### src/hdl/isaPkg.sv
package isaPkg;

    localparam int WORD_SIZE = 16;

    typedef logic [WORD_SIZE-1:0] wordT;
    typedef logic [1:0] regIdxT;
    typedef logic [3:0] opcodeT;
    typedef logic [5:0] funcT;
    typedef logic [7:0] immT;

    // major opcodes in instr[15:12]
    localparam opcodeT OP_BNE = 4'd0;
    localparam opcodeT OP_BEQ = 4'd1;
    localparam opcodeT OP_ADI = 4'd4;
    localparam opcodeT OP_ORI = 4'd5;
    localparam opcodeT OP_LHI = 4'd6;
    localparam opcodeT OP_LWD = 4'd7;
    localparam opcodeT OP_SWD = 4'd8;
    localparam opcodeT OP_JMP = 4'd9;
    localparam opcodeT OP_RTYPE = 4'd15;

    // func field of R-type, instr[5:0]
    localparam funcT FN_ADD = 6'd0;
    localparam funcT FN_SUB = 6'd1;
    localparam funcT FN_AND = 6'd2;
    localparam funcT FN_ORR = 6'd3;
    localparam funcT FN_WWD = 6'd28;
    localparam funcT FN_HLT = 6'd29;

endpackage

### src/hdl/pipePkg.sv
package pipePkg;

    typedef enum logic [2:0] {
        ADD,
        SUB,
        AND,
        ORR,
        PASSA,
        LHI
    } aluOpT;

    // operand source for EX
    typedef enum logic [1:0] {
        REGFILE,
        FROM_MEM,
        FROM_WB
    } fwdSelT;

    typedef struct packed {
        logic  regWrite;
        logic  memToReg;
        logic  memRead;
        logic  memWrite;
        logic  aluSrcImm;
        logic  isBranch;
        logic  branchOnEq;
        logic  isWwd;
        logic  isHalt;
        aluOpT aluOp;
    } ctrlT;

endpackage

### src/hdl/pipeCtrlIf.sv
`timescale 1ns/1ps

interface pipeCtrlIf;
    import isaPkg::*;
    import pipePkg::*;

    // pipeline state seen by the control unit
    wordT   ifidInstr;
    logic   ifidValid;
    regIdxT idexRs;
    regIdxT idexRt;
    regIdxT idexRd;
    logic   idexMemRead;
    logic   idexValid;
    logic   branchTaken;
    regIdxT exmemRd;
    logic   exmemRegWrite;
    regIdxT memwbRd;
    logic   memwbRegWrite;

    // decisions made by the control unit
    ctrlT   idCtrl;
    regIdxT idRd;
    logic   stall;
    logic   flushIf;
    logic   flushId;
    logic   jumpTaken;
    fwdSelT fwdA;
    fwdSelT fwdB;

    modport dpath (
        output ifidInstr, ifidValid, idexRs, idexRt, idexRd, idexMemRead, idexValid,
        output branchTaken, exmemRd, exmemRegWrite, memwbRd, memwbRegWrite,
        input  idCtrl, idRd, stall, flushIf, flushId, jumpTaken, fwdA, fwdB
    );

    modport ctrl (
        input  ifidInstr, ifidValid, idexRs, idexRt, idexRd, idexMemRead, idexValid,
        input  branchTaken, exmemRd, exmemRegWrite, memwbRd, memwbRegWrite,
        output idCtrl, idRd, stall, flushIf, flushId, jumpTaken, fwdA, fwdB
    );

endinterface

### src/hdl/regFile.sv
`timescale 1ns/1ps

module regFile #(
    parameter int NUM_REGS = 4
) (
    input  logic           Clk,
    input  logic           rst,
    input  isaPkg::regIdxT rs,
    input  isaPkg::regIdxT rt,
    output isaPkg::wordT   rdA,
    output isaPkg::wordT   rdB,
    input  logic           we,
    input  isaPkg::regIdxT wa,
    input  isaPkg::wordT   wd
);
    import isaPkg::*;

    wordT regs [NUM_REGS];

    always_ff @(posedge Clk) begin
        if (rst) begin
            for (int i = 0; i < NUM_REGS; i++) begin
                regs[i] <= '0;
            end
        end else if (we) begin
            regs[wa] <= wd;
        end
    end

    // writeback in the same cycle is visible to ID
    assign rdA = (we && wa == rs) ? wd : regs[rs];
    assign rdB = (we && wa == rt) ? wd : regs[rt];

endmodule

### src/hdl/alu.sv
`timescale 1ns/1ps

module alu (
    input  isaPkg::wordT   a,
    input  isaPkg::wordT   b,
    input  pipePkg::aluOpT op,
    output isaPkg::wordT   y,
    output logic           zero
);
    import pipePkg::*;

    always_comb begin
        case (op)
            ADD: begin
                y = a + b;
            end
            SUB: begin
                y = a - b;
            end
            AND: begin
                y = a & b;
            end
            ORR: begin
                y = a | b;
            end
            PASSA: begin
                y = a;
            end
            LHI: begin
                // immediate into the upper byte, low byte cleared
                y = {b[7:0], 8'h00};
            end
            default: begin
                y = '0;
            end
        endcase
    end

    // branch compare rides on SUB
    assign zero = (y == '0);

endmodule

### src/hdl/controlUnit.sv
`timescale 1ns/1ps

module controlUnit (
    input logic     Clk,
    input logic     rst,
    pipeCtrlIf.ctrl pipe
);
    import isaPkg::*;
    import pipePkg::*;

    opcodeT opcode;
    funcT   func;
    regIdxT rs;
    regIdxT rt;
    regIdxT rd;
    logic   isRtypeAlu;
    logic   useRs;
    logic   useRt;

    function automatic fwdSelT pickFwd(regIdxT src, logic memWr, regIdxT memRd,
                                       logic wbWr, regIdxT wbRd);
        if (memWr && memRd == src) begin
            return FROM_MEM;
        end
        if (wbWr && wbRd == src) begin
            return FROM_WB;
        end
        return REGFILE;
    endfunction

    assign opcode = pipe.ifidInstr[15:12];
    assign rs = pipe.ifidInstr[11:10];
    assign rt = pipe.ifidInstr[9:8];
    assign rd = pipe.ifidInstr[7:6];
    assign func = pipe.ifidInstr[5:0];
    assign isRtypeAlu = (opcode == OP_RTYPE) && (func inside {FN_ADD, FN_SUB, FN_AND, FN_ORR});

    always_comb begin
        pipe.idCtrl = '0;
        pipe.idCtrl.aluOp = ADD;
        if (pipe.ifidValid) begin
            case (opcode)
                OP_RTYPE: begin
                    pipe.idCtrl.regWrite = isRtypeAlu;
                    pipe.idCtrl.isWwd = (func == FN_WWD);
                    pipe.idCtrl.isHalt = (func == FN_HLT);
                    case (func)
                        FN_SUB:  pipe.idCtrl.aluOp = SUB;
                        FN_AND:  pipe.idCtrl.aluOp = AND;
                        FN_ORR:  pipe.idCtrl.aluOp = ORR;
                        FN_WWD:  pipe.idCtrl.aluOp = PASSA;
                        default: pipe.idCtrl.aluOp = ADD;
                    endcase
                end
                OP_ADI: begin
                    pipe.idCtrl.regWrite = 1'b1;
                    pipe.idCtrl.aluSrcImm = 1'b1;
                end
                OP_ORI: begin
                    pipe.idCtrl.regWrite = 1'b1;
                    pipe.idCtrl.aluSrcImm = 1'b1;
                    pipe.idCtrl.aluOp = ORR;
                end
                OP_LHI: begin
                    pipe.idCtrl.regWrite = 1'b1;
                    pipe.idCtrl.aluSrcImm = 1'b1;
                    pipe.idCtrl.aluOp = LHI;
                end
                OP_LWD: begin
                    pipe.idCtrl.regWrite = 1'b1;
                    pipe.idCtrl.memToReg = 1'b1;
                    pipe.idCtrl.memRead = 1'b1;
                    pipe.idCtrl.aluSrcImm = 1'b1;
                end
                OP_SWD: begin
                    pipe.idCtrl.memWrite = 1'b1;
                    pipe.idCtrl.aluSrcImm = 1'b1;
                end
                OP_BNE, OP_BEQ: begin
                    pipe.idCtrl.isBranch = 1'b1;
                    pipe.idCtrl.branchOnEq = (opcode == OP_BEQ);
                    pipe.idCtrl.aluOp = SUB;
                end
                default: begin
                end
            endcase
        end
    end

    // R-type writes rd, everything else writes rt
    assign pipe.idRd = (opcode == OP_RTYPE) ? rd : rt;

    assign useRs = pipe.ifidValid && !(opcode inside {OP_JMP, OP_LHI})
                   && !(opcode == OP_RTYPE && func == FN_HLT);
    assign useRt = pipe.ifidValid && (isRtypeAlu || opcode inside {OP_SWD, OP_BNE, OP_BEQ});

    // load in EX feeding the instruction in ID
    assign pipe.stall = pipe.idexValid && pipe.idexMemRead
                        && ((useRs && pipe.idexRd == rs) || (useRt && pipe.idexRd == rt));

    assign pipe.jumpTaken = pipe.ifidValid && (opcode == OP_JMP);
    assign pipe.flushIf = pipe.branchTaken || pipe.jumpTaken;
    assign pipe.flushId = pipe.branchTaken;

    assign pipe.fwdA = pickFwd(pipe.idexRs, pipe.exmemRegWrite, pipe.exmemRd,
                               pipe.memwbRegWrite, pipe.memwbRd);
    assign pipe.fwdB = pickFwd(pipe.idexRt, pipe.exmemRegWrite, pipe.exmemRd,
                               pipe.memwbRegWrite, pipe.memwbRd);

    // the instruction in EX is never both a resolving branch and a stalling load
    assert property (@(posedge Clk) disable iff (rst)
        !(pipe.flushId && pipe.stall));

endmodule

### src/hdl/datapath.sv
`timescale 1ns/1ps

module datapath #(
    parameter int NUM_REGS = 4
) (
    input  logic          Clk,
    input  logic          rst,
    pipeCtrlIf.dpath      pipe,
    output isaPkg::wordT  instrAddr,
    input  isaPkg::wordT  instrData,
    output isaPkg::wordT  dataAddr,
    output logic          dataRead,
    output logic          dataWrite,
    output isaPkg::wordT  dataOut,
    input  isaPkg::wordT  dataIn,
    output isaPkg::wordT  outputPort,
    output logic          outputValid,
    output logic          halted,
    output isaPkg::wordT  numInst
);
    import isaPkg::*;
    import pipePkg::*;

    wordT pc;
    wordT ifidPc;
    wordT idexPc;
    wordT idexA;
    wordT idexB;
    wordT idexImm;
    ctrlT idexCtrl;
    wordT exmemAlu;
    wordT exmemStore;
    ctrlT exmemCtrl;
    logic exmemValid;
    wordT memwbAlu;
    wordT memwbMem;
    ctrlT memwbCtrl;
    logic memwbValid;

    immT  immField;
    wordT idImm;
    wordT rfA;
    wordT rfB;
    wordT opA;
    wordT opB;
    wordT aluY;
    logic aluZero;
    wordT wbData;
    logic drain;

    function automatic wordT fwdMux(fwdSelT sel, wordT fromReg, wordT fromMem, wordT fromWb);
        case (sel)
            FROM_MEM: return fromMem;
            FROM_WB:  return fromWb;
            default:  return fromReg;
        endcase
    endfunction

    regFile #(.NUM_REGS(NUM_REGS)) rf (
        .Clk(Clk),
        .rst(rst),
        .rs(pipe.ifidInstr[11:10]),
        .rt(pipe.ifidInstr[9:8]),
        .rdA(rfA),
        .rdB(rfB),
        .we(pipe.memwbRegWrite),
        .wa(pipe.memwbRd),
        .wd(wbData)
    );

    // ORI zero-extends, the rest sign-extend
    assign immField = pipe.ifidInstr[7:0];
    assign idImm = (pipe.ifidInstr[15:12] == OP_ORI) ? {8'h00, immField}
                                                     : {{8{immField[7]}}, immField};

    // once a HLT is past ID nothing younger may issue
    assign drain = halted || (pipe.idexValid && idexCtrl.isHalt)
                   || (exmemValid && exmemCtrl.isHalt) || (memwbValid && memwbCtrl.isHalt);

    assign opA = fwdMux(pipe.fwdA, idexA, exmemAlu, wbData);
    assign opB = fwdMux(pipe.fwdB, idexB, exmemAlu, wbData);

    alu exAlu (
        .a(opA),
        .b(idexCtrl.aluSrcImm ? idexImm : opB),
        .op(idexCtrl.aluOp),
        .y(aluY),
        .zero(aluZero)
    );

    assign pipe.branchTaken = pipe.idexValid && idexCtrl.isBranch
                              && (aluZero == idexCtrl.branchOnEq);
    assign pipe.idexMemRead = idexCtrl.memRead;
    assign pipe.exmemRegWrite = exmemValid && exmemCtrl.regWrite;
    assign pipe.memwbRegWrite = memwbValid && memwbCtrl.regWrite;

    always_ff @(posedge Clk) begin
        if (rst) begin
            pc <= '0;
        end else if (pipe.branchTaken) begin
            pc <= idexPc + 1'b1 + idexImm;
        end else if (pipe.jumpTaken) begin
            pc <= {ifidPc[15:12], pipe.ifidInstr[11:0]};
        end else if (!(pipe.stall || drain)) begin
            pc <= pc + 1'b1;
        end
    end

    always_ff @(posedge Clk) begin
        if (rst || pipe.flushIf || drain) begin
            pipe.ifidValid <= 1'b0;
        end else if (!pipe.stall) begin
            pipe.ifidValid <= 1'b1;
            pipe.ifidInstr <= instrData;
            ifidPc <= pc;
        end
    end

    always_ff @(posedge Clk) begin
        if (rst || pipe.flushId || pipe.stall || drain) begin
            pipe.idexValid <= 1'b0;
        end else begin
            pipe.idexValid <= pipe.ifidValid;
        end
        if (rst) begin
            exmemValid <= 1'b0;
            memwbValid <= 1'b0;
        end else begin
            exmemValid <= pipe.idexValid;
            memwbValid <= exmemValid;
        end
    end

    always_ff @(posedge Clk) begin
        idexPc <= ifidPc;
        idexA <= rfA;
        idexB <= rfB;
        idexImm <= idImm;
        idexCtrl <= pipe.idCtrl;
        pipe.idexRs <= pipe.ifidInstr[11:10];
        pipe.idexRt <= pipe.ifidInstr[9:8];
        pipe.idexRd <= pipe.idRd;
        exmemAlu <= aluY;
        exmemStore <= opB;
        exmemCtrl <= idexCtrl;
        pipe.exmemRd <= pipe.idexRd;
        memwbAlu <= exmemAlu;
        memwbMem <= dataIn;
        memwbCtrl <= exmemCtrl;
        pipe.memwbRd <= pipe.exmemRd;
    end

    // retirement
    always_ff @(posedge Clk) begin
        if (rst) begin
            halted <= 1'b0;
            numInst <= '0;
        end else if (memwbValid && !halted) begin
            numInst <= numInst + 1'b1;
            if (memwbCtrl.isHalt) begin
                halted <= 1'b1;
            end
        end
    end

    assign wbData = memwbCtrl.memToReg ? memwbMem : memwbAlu;
    assign outputPort = memwbAlu;
    assign outputValid = memwbValid && memwbCtrl.isWwd;

    assign instrAddr = pc;
    assign dataAddr = exmemAlu;
    assign dataOut = exmemStore;
    assign dataRead = exmemValid && exmemCtrl.memRead;
    assign dataWrite = exmemValid && exmemCtrl.memWrite;

    // once halted, fetch stays frozen
    assert property (@(posedge Clk) disable iff (rst) halted |=> halted && $stable(pc));
    assert property (@(posedge Clk) disable iff (rst) !(dataRead && dataWrite));

endmodule

### src/hdl/cpuCore.sv
`timescale 1ns/1ps

module cpuCore #(
    parameter int NUM_REGS = 4
) (
    input  logic         Clk,
    input  logic         rst,
    output isaPkg::wordT instrAddr,
    input  isaPkg::wordT instrData,
    output isaPkg::wordT dataAddr,
    output logic         dataRead,
    output logic         dataWrite,
    output isaPkg::wordT dataOut,
    input  isaPkg::wordT dataIn,
    output isaPkg::wordT outputPort,
    output logic         outputValid,
    output logic         halted,
    output isaPkg::wordT numInst
);

    pipeCtrlIf pipe ();

    controlUnit ctrlUnit (
        .Clk(Clk),
        .rst(rst),
        .pipe(pipe.ctrl)
    );

    datapath #(.NUM_REGS(NUM_REGS)) dataPath (
        .Clk(Clk),
        .rst(rst),
        .pipe(pipe.dpath),
        .instrAddr(instrAddr),
        .instrData(instrData),
        .dataAddr(dataAddr),
        .dataRead(dataRead),
        .dataWrite(dataWrite),
        .dataOut(dataOut),
        .dataIn(dataIn),
        .outputPort(outputPort),
        .outputValid(outputValid),
        .halted(halted),
        .numInst(numInst)
    );

endmodule

### config.mk
export PLATFORM = sky130hd
export DESIGN_NAME = cpuCore
export DESIGN_NICKNAME = d
export VERILOG_FILES = /design/src/hdl/isaPkg.sv /design/src/hdl/pipePkg.sv /design/src/hdl/pipeCtrlIf.sv /design/src/hdl/regFile.sv /design/src/hdl/alu.sv /design/src/hdl/controlUnit.sv /design/src/hdl/datapath.sv /design/src/hdl/cpuCore.sv
export SDC_FILE = /design/constraint.sdc
export NUM_CORES = 1
export LEC_CHECK = 0
export ABC_CLOCK_PERIOD_IN_PS = 7060
export BUFFER_PORTS_ARGS = -buffer_cell sky130_fd_sc_hd__buf_2
export CORE_MARGIN = 4
export CORE_UTILIZATION = 50
export DETAILED_ROUTE_END_ITERATION = 6
export PLACE_DENSITY = 0.69
export REMOVE_ABC_BUFFERS = 1
export SYNTH_ARGS = -nofsm -noshare
export SYNTH_HDL_FRONTEND = slang
export SYNTH_SLANG_ARGS = --single-unit
### constraint.sdc
create_clock -name Clk -period 7.06 [get_ports Clk]
set_clock_uncertainty 0.15 [all_clocks]
set_input_delay 1.059 -clock Clk [delete_from_list [all_inputs] [get_ports Clk]]
set_output_delay 1.059 -clock Clk [all_outputs]
set_load 0.01 [all_outputs]
==> summary.txt <==
Clock network
  – CTS Buf Count: 29
  – Setup bufs post-CTS: 0
  – Clk slew on worst S/H paths: 0.06 ns
  – Worst skew pair latency: 0.57 ns
  – TritonCTS clock tree: built
  – H-Tree Depth: 1
  – Clock tree buffer depth: 3
  – Clock root buffer: clkbuf_16
  – Clk sink count: 288

Synth
  – Synth Area in Compound Gates: 0.140
  – Avg Inst Size Synth: 10.6 sq um
  – Post-synth EDFFs: 96
  – Area fraction of the dominant cell type after synthesis: 0.281
  – Simple-gate area share of the yosys netlist: 0.158
  – #FFs+latches synth: 288
  – Post-synthesis sequential area ratio: 0.492
  – Post-synthesis async set-or-reset flop share: 0
  – Mapped cell area: 13700 sq um
  – Top cells by area, synth: dfxtp_1, edfxtp_1, mux4_2
  – Xor-xnor portion of the synthesized cell area: 0.0541
  – Synthesized-area fraction occupied by adder cells: 0.0399
  – Netlist cell types: 82
  – Main combinational cell family by area after synthesis: simple AND/OR/NAND/NOR gates
  – Post-Synthesis Cells: 1292
  – Top_reg_cell synth: dfxtp_1
  – Ys Warns: 0
  – Post-synthesis mux area share: 0.0815
  – Post-synth top area cell: dfxtp_1

Place
  – Worst slack, placed: 0.157 ns
  – Routability cong.: 0.940
  – IO buf count: 117
  – Placed Area: 14600 sq um
  – Dpl hpwl: 26900 um

Setup path
  – Required time of the critical path: 7.38 ns
  – Worst setup SP type: flop
  – Crit end category: flop
  – Crit Path Max Fanout: 20
  – Crit. Startpoint: dataPath.pipe.memwbRd[0]$_DFF_P_
  – Worst reg-to-reg path cell count: 23
  – Reg2Reg Setup Slack: 0.38 ns
  – Kind of critical path: reg -> reg
  – Crit path DAT: 7.00 ns
  – Worst R2R End: dataPath.instrAddr[3]$_SDFFE_PP0P_
  – FF-to-FF Start: dataPath.pipe.memwbRd[0]$_DFF_P_

Hold path
  – Class of the worst hold path: reg -> reg
  – Hold Path Stages: 0
  – Hold-critical path endpoint: dataPath.exmemCtrl[11]$_DFF_P_
  – Hold Path Origin: dataPath.idexCtrl[11]$_SDFF_PN0_

Timing
  – Tcrit/Tclk final: 0.947
  – Slew @ Worst Pin: 0.963 ns
  – # setup viols final: 0
  – Setup TNS: 0 ns
  – Slew headroom: 0.357
  – Unrepaired setup endpoints after global routing: false
  – Hold Fails Final Rpt: 0
  – Min cycle time layout: 6.68 ns
  – Final setup margin: 0.377 ns
  – Achievable clock frequency: 150 MHz
  – Pins over their slew limit: 0

Cells and area
  – Area Overhead vs Synth: 13.8%
  – Post-Layout Inst Area: 15600 sq um
  – Fillcell total: 2328
  – Share of cells above drive strength 1: 0.203
  – Area of the multi-input gates: 6490 sq um
  – Sequential cell area: 6730 sq um
  – Fin nets: 1477
  – Number of inserted diodes: 0
  – Final Core Density: 0.577

Global routing
  – Number of antenna violations at the first check in global routing: 3
  – GRT Util Overall: 0.240
  – Global-route wire length before repair: 57800 um
  – Largest net degree at the start of global routing: 44
  – Grt total ovfl: 0
  – Vias in the first global route: 10400

Die
  – Die ar.: 30100 sq um
  – Placement Rows: 60
  – Num ports: 118
  – Starting Density: 0.507
  – Die Height: 173 um
  – Core Region: 27000 sq um
  – Die X: 173 um

Pwr
  – VDD IR max: 0.178 mV
  – Total power: 4690 uW
  – P per Cell Area: 302 nW/um^2
  – Static Leak: 0.00630 uW

Routing
  – Via Count: 10600
  – Wire length per cell: 21.0 um
  – Vias per Instance: 5.98
  – First drt pass iteration count: 5
  – Post-DRT Antenna Nets: 0
  – Number of remaining DRC errors: 0
  – Drt total wl: 37100 um
  – Initial drt markers: 1059

Flow run
  – Max Cap Viol: 0

Status
  – Status: completed
-- power breakdown --
| part | total [uW] | internal (uW) | leakage [uW] | switching, uW |
|---|---|---|---|---|
| clock network | 1480 | 834 | 0.000442 | 644 |
| registers | 2100 | 1900 | 0.00258 | 198 |
| logic | 1120 | 456 | 0.00328 | 663 |
| total | 4690 | 3190 | 0.00630 | 1510 |
-- kinds of logic (layout without fill, tap and decap cells) --
logic type | after synthesis | after routing
and+or+nand+nor | 436 | 436
DFF | 288 | 288
AOI/OAI and AO/OA | 275 | 275
buffers and inverters | 105 | 240
xor gates and xnor gates | 81 | 81
muxes | 64 | 64
adders and majority gates | 43 | 43
-- sequential cells by signal, summed over array words and instances, names as in the netlist, 5 cells and up, named ones only --
name                     cells
dataPath.pipe.ifidInstr     16
dataPath.ifidPc             16
dataPath.instrAddr          16
dataPath.numInst            16
dataPath.dataAddr           16
dataPath.idexA              16
dataPath.memwbMem           16
dataPath.idexImm             9
dataPath.idexCtrl           10
dataPath.rf.regs            64
dataPath.outputPort         16
dataPath.exmemCtrl           5
dataPath.idexB              16
dataPath.dataOut            16
dataPath.idexPc             16
-- stage by stage --
step / cells / hold slack [ns]
finish: 1768 / 0.173
global route: 1768 / 0.182
CTS: 1768 / 0.176
detailed placement: 1714 / 0.165
global placement: 1714 / 0.161
floorplan: 1216 / 0.160
-- layer usage --
metal  global-route usage  up-vias  share of wire
li1                     -     4980              -
met2                0.394      443           0.47
met3               0.0493       90          0.078
met5                    0        -        0.00035
met1                0.323     5055           0.43
met4               0.0708        2          0.029
-- cell usage in the layout, fill, tap and decap left out, drive strengths merged, types with 22 or more instances in the layout --
| cell | count |
|---|---|
| o21ai | 74 |
| inv | 29 |
| and4 | 22 |
| o31ai | 37 |
| mux2i | 25 |
| a21oi | 38 |
| ha | 37 |
| xnor2 | 52 |
| nand2 | 103 |
| dfxtp | 192 |
| mux4 | 32 |
| buf | 157 |
| edfxtp | 96 |
| a31oi | 27 |
| clkbuf | 36 |
| nand4 | 28 |
| nand3 | 24 |
| xor2 | 29 |
| nor2 | 148 |
-- synth_stat cells (all sizes together), types with 4 or more instances --
cell type and n:
dfxtp 192, nor2 148, nand2 103, edfxtp 96, o21ai 74, xnor2 52, clkbuf 45, a21oi 38
ha 37, o31ai 37, mux4 32, buf 31, xor2 29, inv 28, nand4 28, a31oi 27
mux2i 25, nand3 24, and4 22, and3 20, o211ai 20, nor3 16, nor2b 14, a21o 13
a211oi 12, and2 12, or3 12, nand2b 11, o21a 8, mux2 7, a22oi 6, or2 6
nand3b 5, o41ai 5, a211o 4, maj3 4, nor3b 4
-- worst max-delay path by stage --
stage	endpoint	slack [ns]	cells past startpoint
after floorplan	flop	0.07	21
after global placement	flop	0.41	21
after detailed placement	flop	0.16	21
after CTS	flop	0.14	21
after global routing	dataPath.instrAddr[6]$_SDFFE_PP0P_	0.03	23
final	dataPath.instrAddr[3]$_SDFFE_PP0P_	0.38	23
-- worst max-delay path, stage by stage, from the launching register on --
cell       delay (ns)
dfxtp_2          0.38
xnor2_2          0.27
buf_4            0.29
a31oi_1          0.13
o31ai_2          0.40
mux2i_1          0.19
ha_1             0.24
and3_1           0.17
nand3_1          0.08
nand3b_1         0.15
nand2_1          0.08
xnor2_1          0.22
ha_1             0.29
a2111oi_0        0.44
o21a_1           0.23
o31ai_1          0.11
xor2_1           0.16
a221o_1          0.35
or4_4            0.56
a2111oi_4        0.47
a211oi_2         0.28
or2_2            0.47
buf_4            0.22
o31ai_2          0.23
-- cell type report --
cell class,instances,area share
multi-input combinational,899,0.417
sequential,288,0.433
timing repair buffer,157,0.0572
tap,341,0.0274
clock buffer,36,0.0483
clock inverter,18,0.0104
inverter,29,0.00700
-- what timing repair did --
item                       4_1_cts  5_1_grt
resized for setup                0       10
hold buffers                     0        0
setup endpoints to repair        0       53
(Power assumes the default switching activity.)
